==> src/rtl/fetchPkg.sv <==
// shared fetch definitions: RV32I/RV64I base opcodes only, nop is addi x0,x0,0
`default_nettype none

package fetchPkg;

  ////////////////////////////////////////
  // constant words
  ////////////////////////////////////////

  // addi x0, x0, 0
  // flushes insert this and the instruction registers reset to it
  localparam logic [31:0] nopInstr = 32'h0000_0013;

  ////////////////////////////////////////
  // base opcodes used by the expander
  ////////////////////////////////////////

  // register-immediate alu ops
  localparam logic [6:0] opOpImm = 7'b001_0011;
  // loads
  localparam logic [6:0] opLoad  = 7'b000_0011;
  // stores
  localparam logic [6:0] opStore = 7'b010_0011;
  // register-register alu ops
  localparam logic [6:0] opOp    = 7'b011_0011;
  // jal
  localparam logic [6:0] opJal   = 7'b110_1111;

  ////////////////////////////////////////
  // one instruction word, two views
  ////////////////////////////////////////

  // base view follows the r-type field split
  // i, s and j immediates are packed across funct7, rs2, rs1, funct3 and rd
  // compressed view only means something in the low halfword
  typedef union packed {
    struct packed {
      logic [6:0] funct7;
      logic [4:0] rs2;
      logic [4:0] rs1;
      logic [2:0] funct3;
      logic [4:0] rd;
      logic [6:0] opcode;
    } base;
    struct packed {
      // next halfword in memory, ignored for a 16-bit encoding
      logic [15:0] upper;
      logic [2:0]  funct3;
      // bits 12:2 of the halfword, layout depends on funct3 and op
      logic [10:0] mid;
      // quadrant, 2'b11 marks a 32-bit word
      logic [1:0]  op;
    } comp;
  } instrWord_u;

endpackage

`default_nettype wire

==> src/rtl/fetchBus.sv <==
// PC-to-pipeline bundle; all four signals are driven by one source and read the same cycle
`default_nettype none

interface fetchBus #(
  parameter int xlen = 32
) ();

  // current fetch PC, always halfword aligned
  logic [xlen-1:0] pcF;
  // PC plus 2 or 4, later used as link address
  logic [xlen-1:0] pcPlusF;
  // level, taken E redirect to a misaligned target
  logic            branchMisalignedE;
  // selected next PC before bit 0 is cleared
  logic [xlen-1:0] misalignedAdrE;

  // PC logic side
  modport src (output pcF, output pcPlusF, output branchMisalignedE, output misalignedAdrE);

  // pipeline register side
  modport dst (input pcF, input pcPlusF, input branchMisalignedE, input misalignedAdrE);

endinterface

`default_nettype wire

==> src/rtl/pcLogic.sv <==
// PC register and next-PC mux; redirects override stallF, no branch prediction or trap misalign fault
`default_nettype none

module pcLogic #(
  parameter int              xlen        = 32,
  parameter logic [xlen-1:0] resetVector = 'h8000_0000,
  parameter bit              cSupported  = 1'b1
) (
  input  logic            clk,
  input  logic            rstN,
  input  logic            stallF,
  input  logic            pcSrcE,
  input  logic            retM,
  input  logic            trapM,
  input  logic [xlen-1:0] pcTargetE,
  input  logic [xlen-1:0] privNextPcM,
  input  logic [31:0]     instrF,
  fetchBus.src            bus
);

  logic            privChangeM;
  logic            loadPc;
  logic            compressedF;
  logic [xlen-3:0] pcUpperPlus1;
  logic [xlen-1:0] pcPlus2or4;
  logic [xlen-1:0] unalignedNextF;
  logic [xlen-1:0] pcNextF;
  logic [xlen-1:0] pcReg;
  logic            misaligned;

  ////////////////////////////////////////
  // next PC selection
  ////////////////////////////////////////

  // ret or trap from the privileged unit
  assign privChangeM = retM | trapM;

  // privileged first, then E redirect, then sequential
  always_comb begin
    if (privChangeM) begin
      unalignedNextF = privNextPcM;
    end else if (pcSrcE) begin
      unalignedNextF = pcTargetE;
    end else begin
      unalignedNextF = pcPlus2or4;
    end
  end

  // instructions sit on halfword boundaries
  assign pcNextF = {unalignedNextF[xlen-1:1], 1'b0};

  // a redirect must land even while fetch is stalled
  assign loadPc = ~stallF | pcSrcE | privChangeM;

  always_ff @(posedge clk) begin
    if (!rstN) begin
      pcReg <= resetVector;
    end else if (loadPc) begin
      pcReg <= pcNextF;
    end
  end

  ////////////////////////////////////////
  // sequential increment
  ////////////////////////////////////////

  // low bits other than 2'b11 mean a 16-bit instruction
  assign compressedF  = (instrF[1:0] != 2'b11);
  // word increment of the upper bits
  assign pcUpperPlus1 = pcReg[xlen-1:2] + {{(xlen-3){1'b0}}, 1'b1};

  always_comb begin
    if (!compressedF) begin
      pcPlus2or4 = {pcUpperPlus1, pcReg[1:0]};
    end else if (pcReg[1]) begin
      // +2 from the upper halfword carries into the next word
      pcPlus2or4 = {pcUpperPlus1, 2'b00};
    end else begin
      pcPlus2or4 = {pcReg[xlen-1:2], 2'b10};
    end
  end

  ////////////////////////////////////////
  // misaligned target detection
  ////////////////////////////////////////

  // checked before bit 0 is cleared since an odd target is invisible afterwards
  if (cSupported) begin : gHalfAlign
    assign misaligned = unalignedNextF[0];
  end else begin : gWordAlign
    assign misaligned = |unalignedNextF[1:0];
  end

  assign bus.pcF               = pcReg;
  assign bus.pcPlusF           = pcPlus2or4;
  // only an E redirect raises it and the trap path is not covered
  assign bus.branchMisalignedE = misaligned & pcSrcE;
  assign bus.misalignedAdrE    = unalignedNextF;

  // the PC never holds an odd address
  pcAligned: assert property (@(posedge clk) disable iff (!rstN) !pcReg[0])
    else $error("pcF bit 0 set");

endmodule

`default_nettype wire

==> src/rtl/decompress.sv <==
// RVC expander for C.ADDI4SPN/LW/SW/ADDI/LI/J/MV/ADD only; anything else becomes a flagged nop
`default_nettype none

module decompress #(
  parameter bit cSupported = 1'b1
) (
  input  fetchPkg::instrWord_u instrRaw,
  output fetchPkg::instrWord_u instrExp,
  output logic                 illegalComp
);

  import fetchPkg::*;

  localparam instrWord_u nopWord = nopInstr;

  logic [15:0] half;
  logic        isComp;
  logic [2:0]  rdP;
  logic [2:0]  rs1P;
  logic [11:0] immCi;
  logic [9:0]  nzuimm;
  logic [6:0]  uimmW;
  logic [11:1] offJ;
  instrWord_u  expanded;
  logic        unsupported;

  ////////////////////////////////////////
  // field extraction
  ////////////////////////////////////////

  // rebuild the halfword so bit numbers match the spec tables
  assign half   = {instrRaw.comp.funct3, instrRaw.comp.mid, instrRaw.comp.op};
  assign isComp = (instrRaw.comp.op != 2'b11);

  // 3-bit register fields that name x8 to x15
  assign rdP  = half[4:2];
  assign rs1P = half[9:7];

  // ci immediate sign extended to 12 bits
  assign immCi  = {{6{half[12]}}, half[12], half[6:2]};
  // addi4spn immediate scaled by 4 where zero is reserved
  assign nzuimm = {half[10:7], half[12:11], half[5], half[6], 2'b00};
  // lw/sw word offset
  assign uimmW  = {half[5], half[12:10], half[6], 2'b00};
  // cj jump offset above the always clear bit 0
  assign offJ   = {half[12], half[8], half[10:9], half[6], half[7], half[2], half[11],
                   half[5:3]};

  ////////////////////////////////////////
  // expansion table
  ////////////////////////////////////////

  always_comb begin
    expanded    = nopWord;
    unsupported = 1'b0;
    case ({instrRaw.comp.op, instrRaw.comp.funct3})
      5'b00_000: begin
        // c.addi4spn -> addi rd', x2, nzuimm
        {expanded.base.funct7, expanded.base.rs2} = {2'b00, nzuimm};
        expanded.base.rs1    = 5'd2;
        expanded.base.funct3 = 3'b000;
        expanded.base.rd     = {2'b01, rdP};
        expanded.base.opcode = opOpImm;
        // also catches the all-zero halfword
        unsupported          = (nzuimm == 10'd0);
      end
      5'b00_010: begin
        // c.lw -> lw rd', uimm(rs1')
        {expanded.base.funct7, expanded.base.rs2} = {5'd0, uimmW};
        expanded.base.rs1    = {2'b01, rs1P};
        expanded.base.funct3 = 3'b010;
        expanded.base.rd     = {2'b01, rdP};
        expanded.base.opcode = opLoad;
      end
      5'b00_110: begin
        // c.sw -> sw rs2', uimm(rs1'); s-type splits the offset
        expanded.base.funct7 = {5'd0, uimmW[6:5]};
        expanded.base.rs2    = {2'b01, rdP};
        expanded.base.rs1    = {2'b01, rs1P};
        expanded.base.funct3 = 3'b010;
        expanded.base.rd     = uimmW[4:0];
        expanded.base.opcode = opStore;
      end
      5'b01_000, 5'b01_010: begin
        // c.addi -> addi rd, rd, imm
        // c.li reads x0 instead of rd
        {expanded.base.funct7, expanded.base.rs2} = immCi;
        expanded.base.rs1    = instrRaw.comp.funct3[1] ? 5'd0 : half[11:7];
        expanded.base.funct3 = 3'b000;
        expanded.base.rd     = half[11:7];
        expanded.base.opcode = opOpImm;
      end
      5'b01_101: begin
        // c.j -> jal x0, offset; upper immediate bits are sign copies
        expanded.base.funct7 = {offJ[11], offJ[10:5]};
        expanded.base.rs2    = {offJ[4:1], offJ[11]};
        expanded.base.rs1    = {5{offJ[11]}};
        expanded.base.funct3 = {3{offJ[11]}};
        expanded.base.rd     = 5'd0;
        expanded.base.opcode = opJal;
      end
      5'b10_100: begin
        // rs2 of zero is c.jr/c.jalr/c.ebreak which are not handled here
        if (half[6:2] == 5'd0) begin
          unsupported = 1'b1;
        end else begin
          // c.mv -> add rd, x0, rs2 ; c.add -> add rd, rd, rs2
          expanded.base.funct7 = 7'd0;
          expanded.base.rs2    = half[6:2];
          expanded.base.rs1    = half[12] ? half[11:7] : 5'd0;
          expanded.base.funct3 = 3'b000;
          expanded.base.rd     = half[11:7];
          expanded.base.opcode = opOp;
        end
      end
      default: begin
        unsupported = 1'b1;
      end
    endcase
  end

  ////////////////////////////////////////
  // output select
  ////////////////////////////////////////

  if (cSupported) begin : gExpand
    // 32-bit words pass through untouched
    assign instrExp    = !isComp ? instrRaw : (unsupported ? nopWord : expanded);
    assign illegalComp = isComp & unsupported;
  end else begin : gBypass
    // without rvc every 16-bit encoding is illegal
    assign instrExp    = isComp ? nopWord : instrRaw;
    assign illegalComp = isComp;
  end

endmodule

`default_nettype wire

==> src/rtl/fetchPipe.sv <==
// D/E/M/W fetch registers; only D stalls, E/M/W advance every cycle and react to flushes only
`default_nettype none

module fetchPipe #(
  parameter int xlen       = 32,
  parameter bit cSupported = 1'b1
) (
  input  logic            clk,
  input  logic            rstN,
  input  logic            stallD,
  input  logic            flushD,
  input  logic            flushE,
  input  logic            flushM,
  input  logic [31:0]     instrF,
  input  logic            illegalBaseD,
  fetchBus.dst            bus,
  output logic [31:0]     instrD,
  output logic [31:0]     instrM,
  output logic [xlen-1:0] pcE,
  output logic [xlen-1:0] pcM,
  output logic [xlen-1:0] pcLinkW,
  output logic            illegalInstrD,
  output logic            instrMisalignedFaultM,
  output logic [xlen-1:0] instrMisalignedAdrM
);

  import fetchPkg::*;

  localparam instrWord_u nopWord = nopInstr;

  instrWord_u      instrRawD;
  instrWord_u      instrExpD;
  instrWord_u      instrE;
  instrWord_u      instrMReg;
  logic            illegalCompD;
  logic [xlen-1:0] pcD;
  logic [xlen-1:0] pcLinkD;
  logic [xlen-1:0] pcLinkE;
  logic [xlen-1:0] pcLinkM;

  ////////////////////////////////////////
  // decode stage
  ////////////////////////////////////////

  // raw word captured from memory, flush only applies when not stalled
  always_ff @(posedge clk) begin
    if (!rstN) begin
      instrRawD <= nopWord;
    end else if (!stallD) begin
      instrRawD <= flushD ? nopWord : instrWord_u'(instrF);
    end
  end

  always_ff @(posedge clk) begin
    if (!stallD) begin
      pcD <= bus.pcF;
    end
  end

  // 16-bit words become their 32-bit form here
  decompress #(
    .cSupported (cSupported)
  ) decompress_i (
    .instrRaw    (instrRawD),
    .instrExp    (instrExpD),
    .illegalComp (illegalCompD)
  );

  // bad 16-bit or bad 32-bit encoding
  assign illegalInstrD = illegalCompD | illegalBaseD;
  assign instrD        = instrExpD;

  ////////////////////////////////////////
  // execute, memory, writeback
  ////////////////////////////////////////

  always_ff @(posedge clk) begin
    if (!rstN) begin
      instrE    <= nopWord;
      instrMReg <= nopWord;
    end else begin
      instrE    <= flushE ? nopWord : instrExpD;
      instrMReg <= flushM ? nopWord : instrE;
    end
  end

  assign instrM = instrMReg;

  // pc and link address just shift along
  // link chain starts at F so pcLinkW trails pcPlusF by four edges
  always_ff @(posedge clk) begin
    pcE     <= pcD;
    pcM     <= pcE;
    pcLinkD <= bus.pcPlusF;
    pcLinkE <= pcLinkD;
    pcLinkM <= pcLinkE;
    pcLinkW <= pcLinkM;
  end

  // branch misalign fault moves from E into M
  always_ff @(posedge clk) begin
    if (!rstN) begin
      instrMisalignedFaultM <= 1'b0;
    end else begin
      instrMisalignedFaultM <= bus.branchMisalignedE;
    end
  end

  always_ff @(posedge clk) begin
    instrMisalignedAdrM <= bus.misalignedAdrE;
  end

  // a reported fault always carries an address that really is misaligned
  faultAdrMisaligned: assert property (@(posedge clk) disable iff (!rstN)
    instrMisalignedFaultM |->
      (cSupported ? instrMisalignedAdrM[0] : (|instrMisalignedAdrM[1:0])))
    else $error("misaligned fault with aligned address");

endmodule

`default_nettype wire

==> src/rtl/fetchUnit.sv <==
// fetch unit top; instruction memory, decoder and privileged unit are outside, no handshakes
`default_nettype none

module fetchUnit #(
  parameter int              xlen        = 32,
  parameter logic [xlen-1:0] resetVector = 'h8000_0000,
  parameter bit              cSupported  = 1'b1
) (
  input  logic            clk,
  input  logic            rstN,
  // pipeline control levels
  input  logic            stallF,
  input  logic            stallD,
  input  logic            flushD,
  input  logic            flushE,
  input  logic            flushM,
  // redirects
  input  logic            pcSrcE,
  input  logic [xlen-1:0] pcTargetE,
  input  logic            retM,
  input  logic            trapM,
  input  logic [xlen-1:0] privNextPcM,
  // fetched word and decoder verdict
  input  logic [31:0]     instrF,
  input  logic            illegalBaseD,
  // stage outputs
  output logic [31:0]     instrD,
  output logic [31:0]     instrM,
  output logic [xlen-1:0] pcF,
  output logic [xlen-1:0] pcE,
  output logic [xlen-1:0] pcM,
  output logic [xlen-1:0] pcLinkW,
  output logic            illegalInstrD,
  output logic            instrMisalignedFaultM,
  output logic [xlen-1:0] instrMisalignedAdrM
);

  fetchBus #(.xlen(xlen)) bus_i ();

  // PC register, next-PC mux, misalign check
  pcLogic #(
    .xlen        (xlen),
    .resetVector (resetVector),
    .cSupported  (cSupported)
  ) pcLogic_i (
    .clk         (clk),
    .rstN        (rstN),
    .stallF      (stallF),
    .pcSrcE      (pcSrcE),
    .retM        (retM),
    .trapM       (trapM),
    .pcTargetE   (pcTargetE),
    .privNextPcM (privNextPcM),
    .instrF      (instrF),
    .bus         (bus_i.src)
  );

  // stage registers and expander
  fetchPipe #(
    .xlen       (xlen),
    .cSupported (cSupported)
  ) fetchPipe_i (
    .clk                   (clk),
    .rstN                  (rstN),
    .stallD                (stallD),
    .flushD                (flushD),
    .flushE                (flushE),
    .flushM                (flushM),
    .instrF                (instrF),
    .illegalBaseD          (illegalBaseD),
    .bus                   (bus_i.dst),
    .instrD                (instrD),
    .instrM                (instrM),
    .pcE                   (pcE),
    .pcM                   (pcM),
    .pcLinkW               (pcLinkW),
    .illegalInstrD         (illegalInstrD),
    .instrMisalignedFaultM (instrMisalignedFaultM),
    .instrMisalignedAdrM   (instrMisalignedAdrM)
  );

  assign pcF = bus_i.pcF;

endmodule

`default_nettype wire

==> config.mk <==
export PLATFORM = sky130hd
export DESIGN_NAME = fetchUnit
export DESIGN_NICKNAME = d
export VERILOG_FILES = /design/src/rtl/fetchPkg.sv /design/src/rtl/fetchBus.sv /design/src/rtl/pcLogic.sv /design/src/rtl/decompress.sv /design/src/rtl/fetchPipe.sv /design/src/rtl/fetchUnit.sv
export SDC_FILE = /design/constraint.sdc
export NUM_CORES = 1
export LEC_CHECK = 0
export BUFFER_PORTS_ARGS = -buffer_cell sky130_fd_sc_hd__buf_2
export CELL_PAD_IN_SITES_DETAIL_PLACEMENT = 1
export CELL_PAD_IN_SITES_GLOBAL_PLACEMENT = 2
export CORE_ASPECT_RATIO = 1.2
export CORE_MARGIN = 8
export CORE_UTILIZATION = 29
export DETAILED_ROUTE_END_ITERATION = 8
export GPL_TIMING_DRIVEN = 0
export HOLD_SLACK_MARGIN = 0.08
export PLACE_DENSITY = 0.85
export SLEW_MARGIN = 20
export SYNTH_ARGS = -nofsm -noshare
export SYNTH_HDL_FRONTEND = slang
export SYNTH_HIERARCHICAL = 1
export SYNTH_SLANG_ARGS = --single-unit
==> constraint.sdc <==
create_clock -name clk -period 2.03 [get_ports clk]
set_input_delay 0.1015 -clock clk [delete_from_list [all_inputs] [get_ports clk]]
set_output_delay 0.1015 -clock clk [all_outputs]
set_load 0.05 [all_outputs]
==> run summary, run 1 <==
Worst hold path class: in -> reg
Core box area: 0.0416 mm2
Synth Area in Simple Gates: 15.8%
Flop-to-flop setup slack: -0.11 ns
Multi-input logic area: 0.00442 mm2
Gr usage total: 19.6%
Share of layout cells above drive strength 1: 42.9%
Ys async rst share: 0%
VDD IR-drop max: 0.732 mV
Initial antenna violation count: 3
Ports: 333
Crit path max fanout: 3
Drt total wl: 49800 um
CP Depth: 5
Cell with the most instances after synthesis: dfxtp_1
Vias in the first global route: 11600
Commonest register cell after synthesis: dfxtp_1
CTS tree: built
Failing checks: negative setup slack
Synth area leaders: dfxtp_1 (58%), edfxtp_1 (7.9%), and2_1 (3.4%)
CP Class: reg -> out
Transition time of the tightest slew-check pin: 0.830 ns
Worst Path Buf+Inv: 1
Starting Density: 29.3%
Nets: 1750
Design Area, Final: 0.0191 mm2
Die Footprint: 0.0488 mm2
Area Growth Syn to Fin: 56.7%
Start of the worst register-to-register path: pcLogic_i/bus.pcF[5]
CTS sink cnt: 384
Die width: 203 um
Startpoint types: flop
Root buffer cell: clkbuf_16
Overall power: 0.0186 W
Critical Path, Cell by Cell: or4_4 -> o211ai_4 -> o221ai_2 -> a221o_2 -> buf_8
Outcome: finished with violations
Die Y: 240 um
Endpoints failing hold: 0
# rows: 82
Number of synthesized flops with an enable pin: 32
Period minus WS final: 2.47 ns
Synth top area share: 57.9%
Total CTS buffers: 38
TritonRoute pass-1 iters: 5
Clock latency on the worst-skew pair: 0.59 ns
Critical Path Sink Type: output port
Clock Pin Slew Worst Setup and Hold Paths: 0.06 ns
Worst r2r dst: pcLogic_i/bus.pcF[26]
Most used routing layer: met2
Placed instance count: 1933
Synth Area in Adders: 0.103%
DRT iter0 DRCs: 504
Largest net degree at the start of global routing: 20
Final worst slack: -0.438 ns
Yosys warnings: 6
FMAX: 405 MHz
Post-Syn Area per Cell: 11.5 um2
Worst setup path end: instrD[17]
Hpwl dp: 32400 um
Crit path required time: 1.93 ns
Clock Tree Buf Depth: 3
Max-slew headroom: 44.7%
Seq/Total Area, Yosys: 65.9%
Non-Filler Instances: 2222
GRT Residual Overflow: 0
Register area: 0.00812 mm2
Wire per inst: 22.4 um
Max-cap violations: 0
DP Area: 0.0147 mm2
Clock skew: 0.0496 ns
GR Layer Usage met2: 35.9%
Final Slew Violations: 0
Top Family by Delay on Critical Path: compound AO/OA/AOI/OAI gates
Vias: 10700
Synth Area in XOR/XNOR: 2.66%
Worst R2R Path Depth: 8
Multiplexer share of the synthesized area: 1.01%
Post-Route Utilization: 45.9%
Arrival @ worst endpoint: 2.37 ns
PwrDens: 974 mW/mm2
M1 GR Usage: 20.3%
Setup_tns: -8.58 ns
Compound-Gate Fraction of Synth Area: 11.2%
Fill cells: 4501
Via density: 4.80
Routability cong.: 0.842
Synth top cells by count: dfxtp_1 (352), nand2_1 (103), and2_1 (67)
GR Util met3: 6.50%
CP max-delay cell: or4_4
Mapped cell area: 0.0122 mm2
Period utilization: 122%
Largest family of logic cells by synthesized area: simple AND/OR/NAND/NOR gates
First-pass GRT wire length: 72900 um
Yosys reg bits: 384
Crit path largest cell delay: 0.55 ns
IO buf count: 329
Synth Instances: 1055
RSZ-0062 raised after global routing: true
Unique masters post-synth: 86
Area leader, netlist: dfxtp_1
Lkg Pwr: 8.47 nW
CTS HTree Levels: 2
Routed Antenna Nets: 0
# DRC: 0
Final setup violation count: 37
Crit path launch: fetchPipe_i/instrRawD[5]
==> power breakdown <==
| part | total, W | internal (W) | switching, W |
|---|---|---|---|
| Combinational | 0.00273 | 0.000872 | 0.00186 |
| Sequential | 0.00840 | 0.00813 | 0.000268 |
| Clock | 0.00743 | 0.00427 | 0.00317 |
| Total | 0.0186 | 0.0133 | 0.00530 |
==> flip-flops by register name (all words and copies together), names as in the netlist <==
name and cells:
fetchPipe_i/instrMisalignedAdrM 32, fetchPipe_i/pcD 32, fetchPipe_i/instrMisalignedFaultM 1, pcLogic_i/bus.pcF 31, fetchPipe_i/pcLinkM 32, fetchPipe_i/pcLinkW 32, fetchPipe_i/instrRawD 32, fetchPipe_i/pcE 32
fetchPipe_i/pcLinkE 32, fetchPipe_i/pcM 32, fetchPipe_i/pcLinkD 32, fetchPipe_i/instrM 32, fetchPipe_i/instrE 32
==> routing by layer <==
metal	share of wire [%]	routed length [um]
met2	51	25600
met3	8.3	4140
met5	0	0
met4	4.5	2230
met1	36	17900
==> final cells by class <==
cell class | instances | share of cell area [%]
inverters | 15 | 0.295
well taps | 546 | 3.58
clock buffers | 57 | 6.05
plain buffers | 58 | 2.46
diodes | 4 | 0.0525
clock inverters | 13 | 0.978
flip-flops and latches | 384 | 42.6
repair buffers | 549 | 20.8
multi-input cells | 596 | 23.2
==> per-stage QoR <==
stage / hold slack [ns] / setup WS (ns)
6_report: 0.144 / -0.438
3_5_place_dp: 0.313 / -0.819
2_1_floorplan: 0.219 / -0.0768
5_1_grt: 0.141 / -0.507
3_3_place_gp: 0.311 / -0.679
4_1_cts: 0.0821 / -0.519
==> cell usage in the layout (no fill, tap or decap), drive strengths merged, types with 4 or more instances in the layout <==
cell           n
and2          67
a211oi         5
dlygate4sd3  117
inv           18
dfxtp        352
o311ai         4
o21ai         74
buf          466
a221o         11
o21ba          7
a21o           7
edfxtp        32
nand2        104
o211ai        12
or2            5
nor3          13
nand4         16
a21oi         27
nor2b          8
nand3         49
diode          4
clkinv         8
or3            7
and3           9
xor2           5
xnor2         32
nor2          30
nor4           8
a22oi          4
conb           4
mux2i         10
a31oi          8
nand2b        15
clkbuf        81
==> worst register-to-register path, delay by kind of cell (launching register included) <==
family / cells / cell delay, ns
XOR/XNOR: 1 / 0.23
flip-flops: 1 / 0.38
AND/OR/NAND/NOR: 3 / 0.71
buffers and inverters: 2 / 0.38
AO/OA/AOI/OAI: 2 / 0.34
==> what timing repair did <==
action / 4_1_cts / 5_1_grt
cloned: 4 / 1
setup endpoints to repair: 75 / 64
setup buffers: 71 / 33
endpoints found under the hold margin: 101 / 0
hold buffers: 117 / 0
gates resized for setup: 206 / 75
pin swaps: 51 / 51
==> cell families after synthesis <==
kind of cell             after synthesis
flip-flops                           384
AND/OR/NAND/NOR                      352
AO/OA/AOI/OAI                        190
buffers and inverters                 77
XOR/XNOR                              37
multiplexers                          12
other                                  2
adder cells (fa/ha/maj)                1
==> worst min path at each step <==
stage                             from                             endpoint  depth (start not counted)
6_report                        stallF                pcLogic_i/bus.pcF[23]                          5
5_1_grt                         stallF                pcLogic_i/bus.pcF[23]                          5
4_1_cts                          trapM                pcLogic_i/bus.pcF[15]                          5
3_5_place_dp   fetchPipe_i/pcLinkE[16]              fetchPipe_i/pcLinkM[16]                          0
3_3_place_gp   fetchPipe_i/pcLinkD[19]              fetchPipe_i/pcLinkE[19]                          0
2_1_floorplan          privNextPcM[11]  fetchPipe_i/instrMisalignedAdrM[11]                          2
Note: power is estimated with default switching activity, not from simulation.
==> run 2, diff against run 1 <==
--- a/config.mk
+++ b/config.mk
@@ -6,11 +6,12 @@
 export NUM_CORES = 1
 export LEC_CHECK = 0
 export BUFFER_PORTS_ARGS = -buffer_cell sky130_fd_sc_hd__buf_2
+export CAP_MARGIN = 15
 export CELL_PAD_IN_SITES_DETAIL_PLACEMENT = 1
 export CELL_PAD_IN_SITES_GLOBAL_PLACEMENT = 2
-export CORE_ASPECT_RATIO = 1.2
 export CORE_MARGIN = 8
 export CORE_UTILIZATION = 29
+export CTS_BUF_LIST = sky130_fd_sc_hd__clkbuf_16
 export DETAILED_ROUTE_END_ITERATION = 8
 export GPL_TIMING_DRIVEN = 0
 export HOLD_SLACK_MARGIN = 0.08
==> run 2 against run 1 <==
The flow still finishes with violations (negative setup slack). Via count grew 0.40%. Sequential share of layout area grew 0.10 points. Worst setup slack lost 0.076 ns. Core utilization shrank 0.25 points. Fmax shrank 3.0%. Clock skew shrank 0.036 ns. Die area is essentially flat. Wire length grew 0.17%. Cell count grew 0.77%. Flip-flop and latch count is the same. Critical path type unchanged. Largest power group unchanged.
==> run summary, run 2 (synthesis results as in run 1) <==
Outcome: finished with violations
Failing checks: negative setup slack
Vias: 10700
IO buf count: 329
Arrival @ worst endpoint: 2.44 ns
Min Hold Slack: 0.124 ns
PwrDens: 984 mW/mm2
CP Class: reg -> out
Worst R2R Path Depth: 8
Hpwl dp: 33000 um
NetSw: 0.00528 W
Start of the worst register-to-register path: fetchPipe_i/instrRawD[5]
Clock skew: 0.0140 ns
Final worst slack: -0.514 ns
Critical Path, Cell by Cell: or4_4 -> o211ai_4 -> o221ai_2 -> a221o_2 -> buf_8
Clock share of power: 40.5%
Fill cells: 4564
Transition time of the tightest slew-check pin: 0.974 ns
Initial antenna violation count: 8
Hold EP: fetchPipe_i/instrRawD[13]
Share of layout cells above drive strength 1: 42.1%
Core box area: 0.0417 mm2
Worst hold path class: in -> reg
Largest net degree at the start of global routing: 24
TritonRoute pass-1 iters: 5
# rows: 75
RSZ-0062 raised after global routing: true
Nets: 1769
Clock Tree Buf Depth: 3
Flop-to-flop setup slack: -0.26 ns
Worst r2r dst: fetchPipe_i/instrE[15]
Area Growth Syn to Fin: 56.3%
Final Slew Violations: 0
Die Footprint: 0.0487 mm2
Crit path largest cell delay: 0.57 ns
Placed instance count: 1926
Gr usage total: 19.5%
Hold path start: stallD
Max-slew headroom: 35.0%
Routed Antenna Nets: 0
# DRC: 0
Startpoint types: flop
Via density: 4.78
Critical Path Sink Type: output port
Period utilization: 125%
CTS HTree Levels: 2
DRT iter0 DRCs: 584
FMAX: 393 MHz
Drt total wl: 49900 um
Pint: 0.0134 W
Top Family by Delay on Critical Path: compound AO/OA/AOI/OAI gates
Ports: 333
VDD IR-drop max: 0.757 mV
Worst Path Buf+Inv: 1
Endpoints failing hold: 0
CTS tree: built
Clock latency on the worst-skew pair: 0.57 ns
Total CTS buffers: 42
Die Y: 221 um
CTS sink cnt: 384
Commonest cells after routing, fill and taps aside: dfxtp_1 (317), buf_2 (315), dlygate4sd3_1 (118), buf_4 (105), nand2_1 (93)
Lkg Pwr: 8.54 nW
Root buffer cell: clkbuf_16
Final setup violation count: 41
Clock Pin Slew Worst Setup and Hold Paths: 0.06 ns
Period minus WS final: 2.54 ns
Switching share of total power: 28.2%
Routability cong.: 0.889
Non-Filler Instances: 2239
Crit path required time: 1.93 ns
Logic pwr share: 14.6%
Starting Density: 29.2%
Die width: 221 um
Hold Crit Depth: 5
CP max-delay cell: or4_4
Max-cap violations: 0
Wire per inst: 22.3 um
Crit path max fanout: 3
Vias in the first global route: 11400
Most common cell after layout, fill and taps aside: dfxtp_1
GRT Residual Overflow: 0
Setup_tns: -9.25 ns
Seq pwr share: 44.9%
First-pass GRT wire length: 71300 um
## run 2: final cells by class
type                            instances  area, um2  area share [%]
Sequential cell                       384       8110            42.7
Tap cell                              539        674            3.55
Inverter                               15       56.3           0.296
Clock buffer                           45       1130            5.92
Clock inverter                         33        256            1.35
Antenna cell                            5       12.5          0.0658
Timing Repair Buffer                  565       4030            21.2
Multi-Input combinational cell        596       4300            22.6
Buffer                                 57        445            2.34
## run 2: worst max-delay path by stage
stage,startpoint,end,depth (start not counted)
6_report,fetchPipe_i/instrRawD[5],instrD[15],5
5_1_grt,fetchPipe_i/instrRawD[5],instrD[15],5
4_1_cts,fetchPipe_i/instrRawD[5],instrD[15],5
3_5_place_dp,retM,fetchPipe_i/instrMisalignedFaultM,8
3_3_place_gp,trapM,fetchPipe_i/instrMisalignedFaultM,8
2_1_floorplan,pcLogic_i/bus.pcF[1],pcLogic_i/bus.pcF[28],6
## run 2: stage by stage
stage | power (W) | util (%) | instance area, um2 | setup slack, ns
floorplan | 0.00999 | - | 12300 | -0.0768
CTS | 0.0188 | 44.2 | 18400 | -0.553
detailed placement | 0.0108 | 35.2 | 14700 | -0.773
global route | 0.0194 | 45.6 | 19000 | -0.581
global placement | 0.0107 | 35.1 | 14600 | -0.723
finish | 0.0187 | 45.6 | 19000 | -0.514
## run 2: layer usage
layer | share of wire [%] | GRT usage [%] | up-vias | routed length (um)
met2 | 47 | 31.9 | 496 | 23700
met4 | 5.1 | 10.3 | 4 | 2540
met1 | 40 | 23.3 | 5181 | 19900
met3 | 7.4 | 5.18 | 145 | 3710
met5 | 0.038 | 0 | - | 19
li1 | - | - | 4881 | -
## run 2: worst reg2reg max path, stage by stage, from the launching register on
cell and delay, ns:
dfxtp_4 0.36, or4_4 0.57, o211ai_4 0.24, o221ai_2 0.16
a221o_2 0.39, buf_4 0.14, buf_6 0.10, buf_6 0.10
and2_1 0.13
## run 2: repair_timing
| action | CTS | global route |
|---|---|---|
| endpoints found under the hold margin | 103 | 0 |
| setup endpoints to repair | 86 | 57 |
| gates resized for setup | 184 | 60 |
| pin swaps | 37 | 41 |
| hold buffers | 118 | 0 |
| cloned | 1 | 0 |
| buffers inserted | 70 | 48 |
## run 2: power groups by stage
stage | Sequential, W | Combinational (W) | Clock, W
final | 0.00840 | 0.00274 | 0.00757
after detailed placement | 0.00858 | 0.00219 | 0
after CTS | 0.00841 | 0.00257 | 0.00780
after global placement | 0.00856 | 0.00217 | 0
after global routing | 0.00845 | 0.00285 | 0.00814
after floorplan | 0.00936 | 0.000628 | 0
==> run 3, diff against run 2 <==
--- a/config.mk
+++ b/config.mk
@@ -5,17 +5,19 @@
 export SDC_FILE = /design/constraint.sdc
 export NUM_CORES = 1
 export LEC_CHECK = 0
+export ABC_CLOCK_PERIOD_IN_PS = 2500
 export BUFFER_PORTS_ARGS = -buffer_cell sky130_fd_sc_hd__buf_2
 export CAP_MARGIN = 15
 export CELL_PAD_IN_SITES_DETAIL_PLACEMENT = 1
 export CELL_PAD_IN_SITES_GLOBAL_PLACEMENT = 2
 export CORE_MARGIN = 8
-export CORE_UTILIZATION = 29
+export CORE_UTILIZATION = 33
 export CTS_BUF_LIST = sky130_fd_sc_hd__clkbuf_16
 export DETAILED_ROUTE_END_ITERATION = 8
 export GPL_TIMING_DRIVEN = 0
 export HOLD_SLACK_MARGIN = 0.08
-export PLACE_DENSITY = 0.85
+export MAX_ROUTING_LAYER = met4
+export PLACE_DENSITY = 0.9
 export SLEW_MARGIN = 20
 export SYNTH_ARGS = -nofsm -noshare
 export SYNTH_HDL_FRONTEND = slang
==> constraint.sdc (replaced) <==
create_clock -name clk -period 2.5 [get_ports clk]
set_input_delay 0.125 -clock clk [delete_from_list [all_inputs] [get_ports clk]]
set_output_delay 0.125 -clock clk [all_outputs]
set_load 0.05 [all_outputs]
==> run 3 against run 2 <==
The run still ends with negative setup slack left. Critical path type unchanged. Register-to-register slack improved by 0.34 ns. Combinational power fell by 27%. Clock skew rose by 0.012 ns. Largest power group unchanged. Sequential power fell by 19%. Die area fell by 11%. Total power fell by 20%. Worst setup slack improved by 0.49 ns. Highest routed layer is now met4. Worst hold slack got worse by 0.023 ns. Clock power fell by 20%. Core utilization rose by 2.1 points. Non-clock buffer count fell by 103.
==> run summary, run 3 (synthesis results as in run 1) <==
Outcome: finished with violations
Failing checks: negative setup slack
Root buffer cell: clkbuf_16
Routability cong.: 0.919
GRT Residual Overflow: 0
Min Hold Slack: 0.102 ns
Worst r2r dst: pcLogic_i/bus.pcF[31]
Initial antenna violation count: 3
Most used routing layer: met2
Flop-to-flop setup slack: 0.08 ns
CP Class: reg -> out
Final worst slack: -0.0277 ns
Setup_tns: -0.0407 ns
Clock latency on the worst-skew pair: 0.57 ns
Die Footprint: 0.0432 mm2
Ports: 333
Die Y: 208 um
Start of the worst register-to-register path: pcLogic_i/bus.pcF[1]
Vias in the first global route: 11400
Endpoints failing hold: 0
Design Area, Final: 0.0174 mm2
Total CTS buffers: 41
Critical Path Sink Type: output port
Overall power: 0.0149 W
Final setup violation count: 3
IO buf count: 329
Via density: 5.00
FMAX: 396 MHz
Period minus WS final: 2.53 ns
CTS HTree Levels: 2
Core box area: 0.0364 mm2
GR Layer Usage met2: 36.3%
Clock Tree Buf Depth: 3
Wire per inst: 23.1 um
Worst setup path end: instrD[15]
First-pass GRT wire length: 71200 um
Crit path max fanout: 3
Crit path required time: 2.38 ns
# DRC: 0
Lkg Pwr: 7.75 nW
Crit path launch: fetchPipe_i/instrRawD[5]
Largest net degree at the start of global routing: 21
Worst R2R Path Depth: 7
Switching share of total power: 28.1%
Max-cap violations: 0
Clock Pin Slew Worst Setup and Hold Paths: 0.06 ns
Nets: 1665
VDD IR-drop max: 0.693 mV
Die width: 208 um
Routed Antenna Nets: 0
Pre-CTS setup slack: -0.224 ns
Share of layout cells above drive strength 1: 34.0%
TritonRoute pass-1 iters: 5
Clock skew: 0.0265 ns
Drt total wl: 47600 um
Startpoint types: flop
DRT iter0 DRCs: 586
CTS tree: built
Final Slew Violations: 0
M1 GR Usage: 24.4%
DP Area: 0.0144 mm2
Hpwl dp: 32300 um
CTS sink cnt: 384
Seq pwr share: 45.9%
Logic pwr share: 13.5%
Transition time of the tightest slew-check pin: 0.884 ns
PwrDens: 857 mW/mm2
GR Util met3: 5.59%
RSZ-0062 raised after global routing: true
Starting Density: 33.4%
Max-slew headroom: 41.1%
Arrival @ worst endpoint: 2.40 ns
NetSw: 0.00418 W
Fill cells: 3992
# rows: 70
Gr usage total: 21.9%
Vias: 10300
Clock share of power: 40.6%
Commonest cells after routing, fill and taps aside: dfxtp_1 (334), buf_2 (324), dlygate4sd3_1 (111), nand2_1 (102), and2_1 (66)
Most common cell after layout, fill and taps aside: dfxtp_1
Worst hold path class: in -> reg
Pint: 0.0107 W
Area Growth Syn to Fin: 42.9%
Period utilization: 101%
-- run 3: cell type report --
type | instances | area (um2) | share of cell area, %
Timing Repair Buffer | 459 | 3030 | 17.4
Clock inverter | 30 | 245 | 1.41
Antenna cell | 3 | 7.51 | 0.0432
Clock buffer | 43 | 1080 | 6.19
Multi-Input combinational cell | 596 | 3950 | 22.7
Sequential cell | 384 | 8040 | 46.3
Buffer | 60 | 389 | 2.24
Tap cell | 468 | 586 | 3.37
Inverter | 15 | 56.3 | 0.324
-- run 3: how the worst min path moves through the flow --
stage                             from                             endpoint  slack (ns)  cells past startpoint
4_1_cts                   pcTargetE[7]                 pcLogic_i/bus.pcF[7]        0.09                      4
2_1_floorplan          privNextPcM[11]  fetchPipe_i/instrMisalignedAdrM[11]        0.24                      2
3_3_place_gp    fetchPipe_i/pcLinkE[0]               fetchPipe_i/pcLinkM[0]        0.31                      0
6_report                        flushE                fetchPipe_i/instrE[4]        0.10                      4
5_1_grt                   pcTargetE[8]                 pcLogic_i/bus.pcF[8]        0.11                      4
3_5_place_dp   fetchPipe_i/pcLinkD[12]              fetchPipe_i/pcLinkE[12]        0.31                      0
-- run 3: metrics by stage --
stage	util [%]	cells
after floorplan	-	1057
after global placement	39.6	1854
after detailed placement	39.6	1855
after CTS	47.2	2045
after global routing	47.7	2058
final	47.7	2058
-- run 3: layer usage --
layer	vias up	wire length, um
met3	142	3170
met5	-	0
met1	5046	19000
li1	4656	-
met2	447	23100
met4	0	2350
-- run 3: power groups by stage --
stage	clock network (W)	logic, W	registers (W)
3_3_place_gp	0	0.00175	0.00695
4_1_cts	0.00615	0.00197	0.00683
2_1_floorplan	0	0.000502	0.00760
3_5_place_dp	0	0.00178	0.00696
5_1_grt	0.00639	0.00209	0.00688
6_report	0.00604	0.00201	0.00684
-- run 3: timing repair --
| item | 4_1_cts | 5_1_grt |
|---|---|---|
| pin swaps | 9 | 17 |
| buffers inserted | 8 | 10 |
| hold buffers | 111 | 0 |
| endpoints found under the setup margin | 35 | 35 |
| resized for setup | 80 | 30 |
| hold endpoints to repair | 99 | 0 |
| gates cloned | 0 | 0 |
-- run 3: worst max-delay path, cell delays in order (launching register included) --
cell	delay [ns]
dfxtp_4	0.35
or4_4	0.58
o211ai_4	0.25
o221ai_2	0.15
a221o_1	0.36
buf_6	0.17
